--- config.mk ---
export PLATFORM = sky130hd
export DESIGN_NAME = register_file_flat
export DESIGN_NICKNAME = d
export VERILOG_FILES = /design/src/rtl/datapath_pkg.sv /design/src/rtl/register_file_if.sv /design/src/rtl/register_file.sv /design/src/flat_wrapper.sv
export SDC_FILE = /design/constraint.sdc
export NUM_CORES = 2
export LEC_CHECK = 0
export BUFFER_PORTS_ARGS = -buffer_cell sky130_fd_sc_hd__buf_4
export CORE_UTILIZATION = 59
export CTS_BUF_LIST = sky130_fd_sc_hd__clkbuf_8
export CTS_CLUSTER_SIZE = 8
export DETAILED_ROUTE_END_ITERATION = 16
export PLACE_DENSITY = 0.8
export SYNTH_ARGS = -nofsm -noshare
export SYNTH_HDL_FRONTEND = slang
export SYNTH_SLANG_ARGS = --single-unit
export TNS_END_PERCENT = 20
--- constraint.sdc ---
create_clock -name clock -period 61.6 [get_ports clock]
set_input_delay 3.08 -clock clock [delete_from_list [all_inputs] [get_ports clock]]
set_output_delay 3.08 -clock clock [all_outputs]
set_load 0.005 [all_outputs]
--- src/rtl/datapath_pkg.sv ---
`default_nettype none

package datapath_pkg;

    typedef logic [63:0] word_t;
    typedef logic [4:0]  reg_addr_t;
    typedef logic [30:0] control_word_t;
    typedef logic [4:0]  alu_function_t;
    typedef logic [3:0]  alu_status_t;
    typedef logic [1:0]  pc_function_t;

    // Reads as zero, writes are dropped
    localparam reg_addr_t zero_register = 5'd31;

    // Control word field positions, from the top bit down
    localparam int cw_bus_alu_enable_lsb        = 30;
    localparam int cw_alu_b_select_lsb          = 29;
    localparam int cw_alu_function_lsb          = 24;
    localparam int cw_bus_register_b_enable_lsb = 23;
    localparam int cw_select_a_lsb              = 18;
    localparam int cw_select_b_lsb              = 13;
    localparam int cw_write_address_lsb         = 8;
    localparam int cw_register_write_lsb        = 7;
    localparam int cw_bus_memory_enable_lsb     = 6;
    localparam int cw_memory_write_lsb          = 5;
    localparam int cw_bus_pc_next_enable_lsb    = 4;
    localparam int cw_pc_function_lsb           = 2;
    localparam int cw_pc_input_select_lsb       = 1;
    localparam int cw_status_load_lsb           = 0;

    // ALU operation, bits 4 to 2 of the function code
    localparam logic [2:0] alu_op_and         = 3'd0;
    localparam logic [2:0] alu_op_or          = 3'd1;
    localparam logic [2:0] alu_op_xor         = 3'd2;
    localparam logic [2:0] alu_op_add         = 3'd3;
    localparam logic [2:0] alu_op_shift_left  = 3'd4;
    localparam logic [2:0] alu_op_shift_right = 3'd5;

    // Program counter update functions
    localparam pc_function_t pc_hold      = 2'd0;
    localparam pc_function_t pc_increment = 2'd1;
    localparam pc_function_t pc_load      = 2'd2;
    localparam pc_function_t pc_relative  = 2'd3;

endpackage

`default_nettype wire

--- src/rtl/register_file_if.sv ---
`timescale 1ns/1ps
`default_nettype none

interface register_file_if;
    import datapath_pkg::*;

    reg_addr_t select_a;
    reg_addr_t select_b;
    reg_addr_t write_address;
    logic      write;
    word_t     write_data;
    word_t     read_a;
    word_t     read_b;

    modport owner (
        input  select_a, select_b, write_address, write, write_data,
        output read_a, read_b
    );

    modport user (
        output select_a, select_b, write_address, write, write_data,
        input  read_a, read_b
    );

endinterface

`default_nettype wire

--- src/rtl/register_file.sv ---
`timescale 1ns/1ps
`default_nettype none

module register_file (
    input wire logic      clock,
    input wire logic      reset,
    register_file_if.owner port
);
    import datapath_pkg::*;

    word_t registers [32];

    // Two combinational read ports
    always_comb begin
        if (port.select_a == zero_register) begin
            port.read_a = '0;
        end else begin
            port.read_a = registers[port.select_a];
        end
    end

    always_comb begin
        if (port.select_b == zero_register) begin
            port.read_b = '0;
        end else begin
            port.read_b = registers[port.select_b];
        end
    end

    // Write lands at the end of the cycle, so a same-cycle read sees the old value
    always_ff @(posedge clock or posedge reset) begin
        if (reset) begin
            for (int i = 0; i < 32; i++) begin
                registers[i] <= '0;
            end
        end else if (port.write && (port.write_address != zero_register)) begin
            registers[port.write_address] <= port.write_data;
        end
    end

endmodule

`default_nettype wire

--- src/flat_wrapper.sv ---
// flat-port wrapper written by rule: the top's interface ports become plain ports
module register_file_flat import datapath_pkg::*;
  (clock, reset, port_select_a, port_select_b, port_write_address, port_write, port_write_data, port_read_a, port_read_b);
  register_file_if port_i ();
  input wire logic clock;
  input wire logic reset;
  input wire logic [$bits(port_i.select_a)-1:0] port_select_a;
  input wire logic [$bits(port_i.select_b)-1:0] port_select_b;
  input wire logic [$bits(port_i.write_address)-1:0] port_write_address;
  input wire logic [$bits(port_i.write)-1:0] port_write;
  input wire logic [$bits(port_i.write_data)-1:0] port_write_data;
  output wire logic [$bits(port_i.read_a)-1:0] port_read_a;
  output wire logic [$bits(port_i.read_b)-1:0] port_read_b;
  assign port_i.select_a = port_select_a;
  assign port_i.select_b = port_select_b;
  assign port_i.write_address = port_write_address;
  assign port_i.write = port_write;
  assign port_i.write_data = port_write_data;
  assign port_read_a = port_i.read_a;
  assign port_read_b = port_i.read_b;
  register_file u_core (.clock(clock), .reset(reset), .port(port_i));
endmodule
==> run summary <==
CTS tree -> built
Hold depth -> 0
Total CTS buffers -> 348
DRC Markers -> 0
Syn_nets -> 7202
R2R cell count -> 1
Number of global-route vias before repair -> 73302
Post-synthesis sequential area ratio -> 0.473
Post-DR vias/cell -> 7.46
Endpoints failing setup -> 0
Die Area -> 185000 um^2
Setup TNS -> 0 ps
CP Class -> in2out
Antenna viol nets, final -> 0
DIE WIDTH -> 431 um
Async SR Flop Fraction -> 1.00
Clk root buf -> clkbuf_8
Mapped cell area -> 108000 um^2
Ys flop type -> dfrtp_1
Worst-path fanout max -> 65
Reg2reg end -> u_core.registers[1495]$_DFFE_PP0P_
Number of synthesized register bits -> 2048
Switching share of power -> 0.283
H-tree depth -> 5
Post-cts repair resize count -> 0
Biggest register -> u_core.registers
Min-Delay Endpoint -> u_core.registers[6]$_DFFE_PP0P_
Sequential share of power -> 0.476
Hold_sp -> u_core.registers[6]$_DFFE_PP0P_
Leak -> 51.8 nW
Fraction of layout cells with a size suffix above 1 -> 0.523
IO Pins -> 210
Clk slew on worst S/H paths -> 50 ps
RSZ-0062 raised after global routing -> no
Crit. End Element -> primary output
Fin. Hold Viols -> 0
Worst EP required -> 58520 ps
Largest net degree at the start of global routing -> 173
Most common cell after layout, fill and taps aside -> dfrtp_1
Startpoint types -> input pin
Tmin final -> 11880 ps
WP data arrival -> 8800 ps
Total power -> 3.77 mW
Slew Viols, Final -> 0
Initial DRC count -> 8458
Postcts setup bufs -> 0
Reg2reg start -> u_core.registers[1495]$_DFFE_PP0P_
Syn_area_per_cell -> 15.2 um^2
First-pass GRT wire length -> 500 mm
Run status -> completed
Synthesized instance count -> 7120
Clk_skew -> 0 ps
FF-to-FF setup slack -> 60770 ps
Initial Util -> 0.597
Post-synth cell types -> 54
Fmax -> 84.2 MHz
Vias post-DR -> 71498
Drt wl/cell -> 35.7 um
Final period util -> 0.193
GPL Wtd Cong -> 0.869
Max-Cap Viols -> 0
TritonCTS Sinks -> 2048
Initial antenna violation count -> 23
Buffers on Ports -> 209
Area grow syn2layout -> 8.19%
Row Count -> 156
Tot GR Track Use -> 0.370
Post-synth EDFFs -> 0
Post-Route WL -> 342 mm
Worst min path class -> reg2reg
Chip Height -> 431 um
Combinational fraction of design power -> 0.210
Drt first pass iters -> 8
Clock latency on the worst-skew pair -> 1090 ps
Max reg flops -> 2048
Top Registers -> u_core.registers: 2048 flops
Grt ovf -> 0
Yosys Warn Count -> 0
Net Switching -> 1.07 mW
Worst-margin pin slew -> 1340 ps
Fin nets -> 7074
Max VDD drop -> 18.6 uV
Cts hold-fix bufs -> 0
P_int -> 2.70 mW
Commonest cells after routing, fill and taps aside -> dfrtp_1, mux2_2, mux4_2, clkbuf_8, mux2i_1
Clock power share -> 0.314
Power Dens Cells -> 32.2 nW/um^2
Max Buffers Root-to-Sink -> 4
Detail Placement HPWL -> 185 mm
Core footprint -> 182000 um^2
Rel. slew slack -> 0.104
area by class of cell:
cell class | count | area [um^2]
fill | 12565 | 64300
multi-input combinational | 4229 | 53600
sequential | 2048 | 51200
clock buffer | 431 | 5930
tap | 2370 | 2970
timing repair buffer | 360 | 2850
clock inverter | 130 | 553
antenna | 16 | 40.0
inverter | 5 | 36.3
per-stage QoR:
stage | area [um^2] | setup WS (ps) | std cells | hold WS, ps | utilization
floorplan | 108000 | 670 | 7120 | 440 | -
global placement | 111000 | 49730 | 9012 | 376 | 0.610
detailed placement | 111000 | 49640 | 9012 | 382 | 0.610
CTS | 117000 | 49630 | 9573 | 395 | 0.646
global route | 117000 | 49240 | 9586 | 406 | 0.646
finish | 117000 | 49720 | 9589 | 397 | 0.646
cells in the mapped netlist, types with 8 or more instances:
master,instances,area [um^2]
dfrtp_1,2048,51200
mux2_2,2026,22800
mux4_2,862,19400
clkbuf_1,508,1910
mux2i_1,373,3730
buf_2,237,1190
a221oi_1,173,1520
mux2_1,103,1160
nand2_1,99,372
a22o_1,83,727
o21ai_0,74,370
o22a_1,57,499
buf_4,49,368
a22oi_1,48,360
o221ai_1,44,385
and3_1,41,257
nand3_1,35,175
a211o_1,27,236
a31oi_1,27,169
nand2b_1,27,169
buf_6,23,259
buf_1,19,71.3
nor2_1,15,56.3
nor2b_1,13,81.3
o2111ai_1,10,87.6
o211ai_1,10,75.1
a211oi_1,9,67.6
nor3_1,9,45.0
a21oi_1,8,40.0
nand3b_1,8,60.1
how the worst max path moves through the flow:
stage	from	to	slack, ps	cells after the start
floorplan	reset	u_core.registers[0]$_DFFE_PP0P_	670	1
global placement	port_select_a[0]	port_read_a[2]	49730	10
detailed placement	port_select_a[0]	port_read_a[2]	49640	10
CTS	port_select_a[0]	port_read_a[2]	49630	10
global route	port_select_a[0]	port_read_a[2]	49240	10
finish	port_select_a[0]	port_read_a[2]	49720	10
worst max-delay path: stages:
cell,delay (ps)
buf_8,530
buf_4,660
buf_4,800
buf_4,820
buf_4,900
mux4_2,610
a22o_1,250
a221oi_1,360
o21ai_0,220
buf_4,210
power by group through the flow:
stage	Combinational, mW	Clock (mW)	Sequential [mW]
final	0.792	1.18	1.80
after global routing	0.839	1.25	1.82
after CTS	0.789	1.19	1.78
after detailed placement	0.786	0	1.81
after global placement	0.761	0	1.78
after floorplan	0.621	0	1.75
cells by family (layout without fill, tap and decap cells):
family                 after synthesis  after routing  synth area share
AOI/OAI and AO/OA                  587            587            0.0433
DFF                               2048           2048             0.473
other                                0             16                 0
muxes                             3364           3364             0.435
and+or+nand+nor                    278            278            0.0135
buffers and inverters              843            926            0.0355
per-layer routing:
layer | up-vias | track usage | part of all wire
li1 | 27458 | - | -
met1 | 38060 | 0.483 | 0.36
met2 | 4809 | 0.559 | 0.46
met3 | 1155 | 0.102 | 0.11
met4 | 16 | 0.214 | 0.062
met5 | - | 0 | 0.00036
Power figures use the tool's default switching activity.
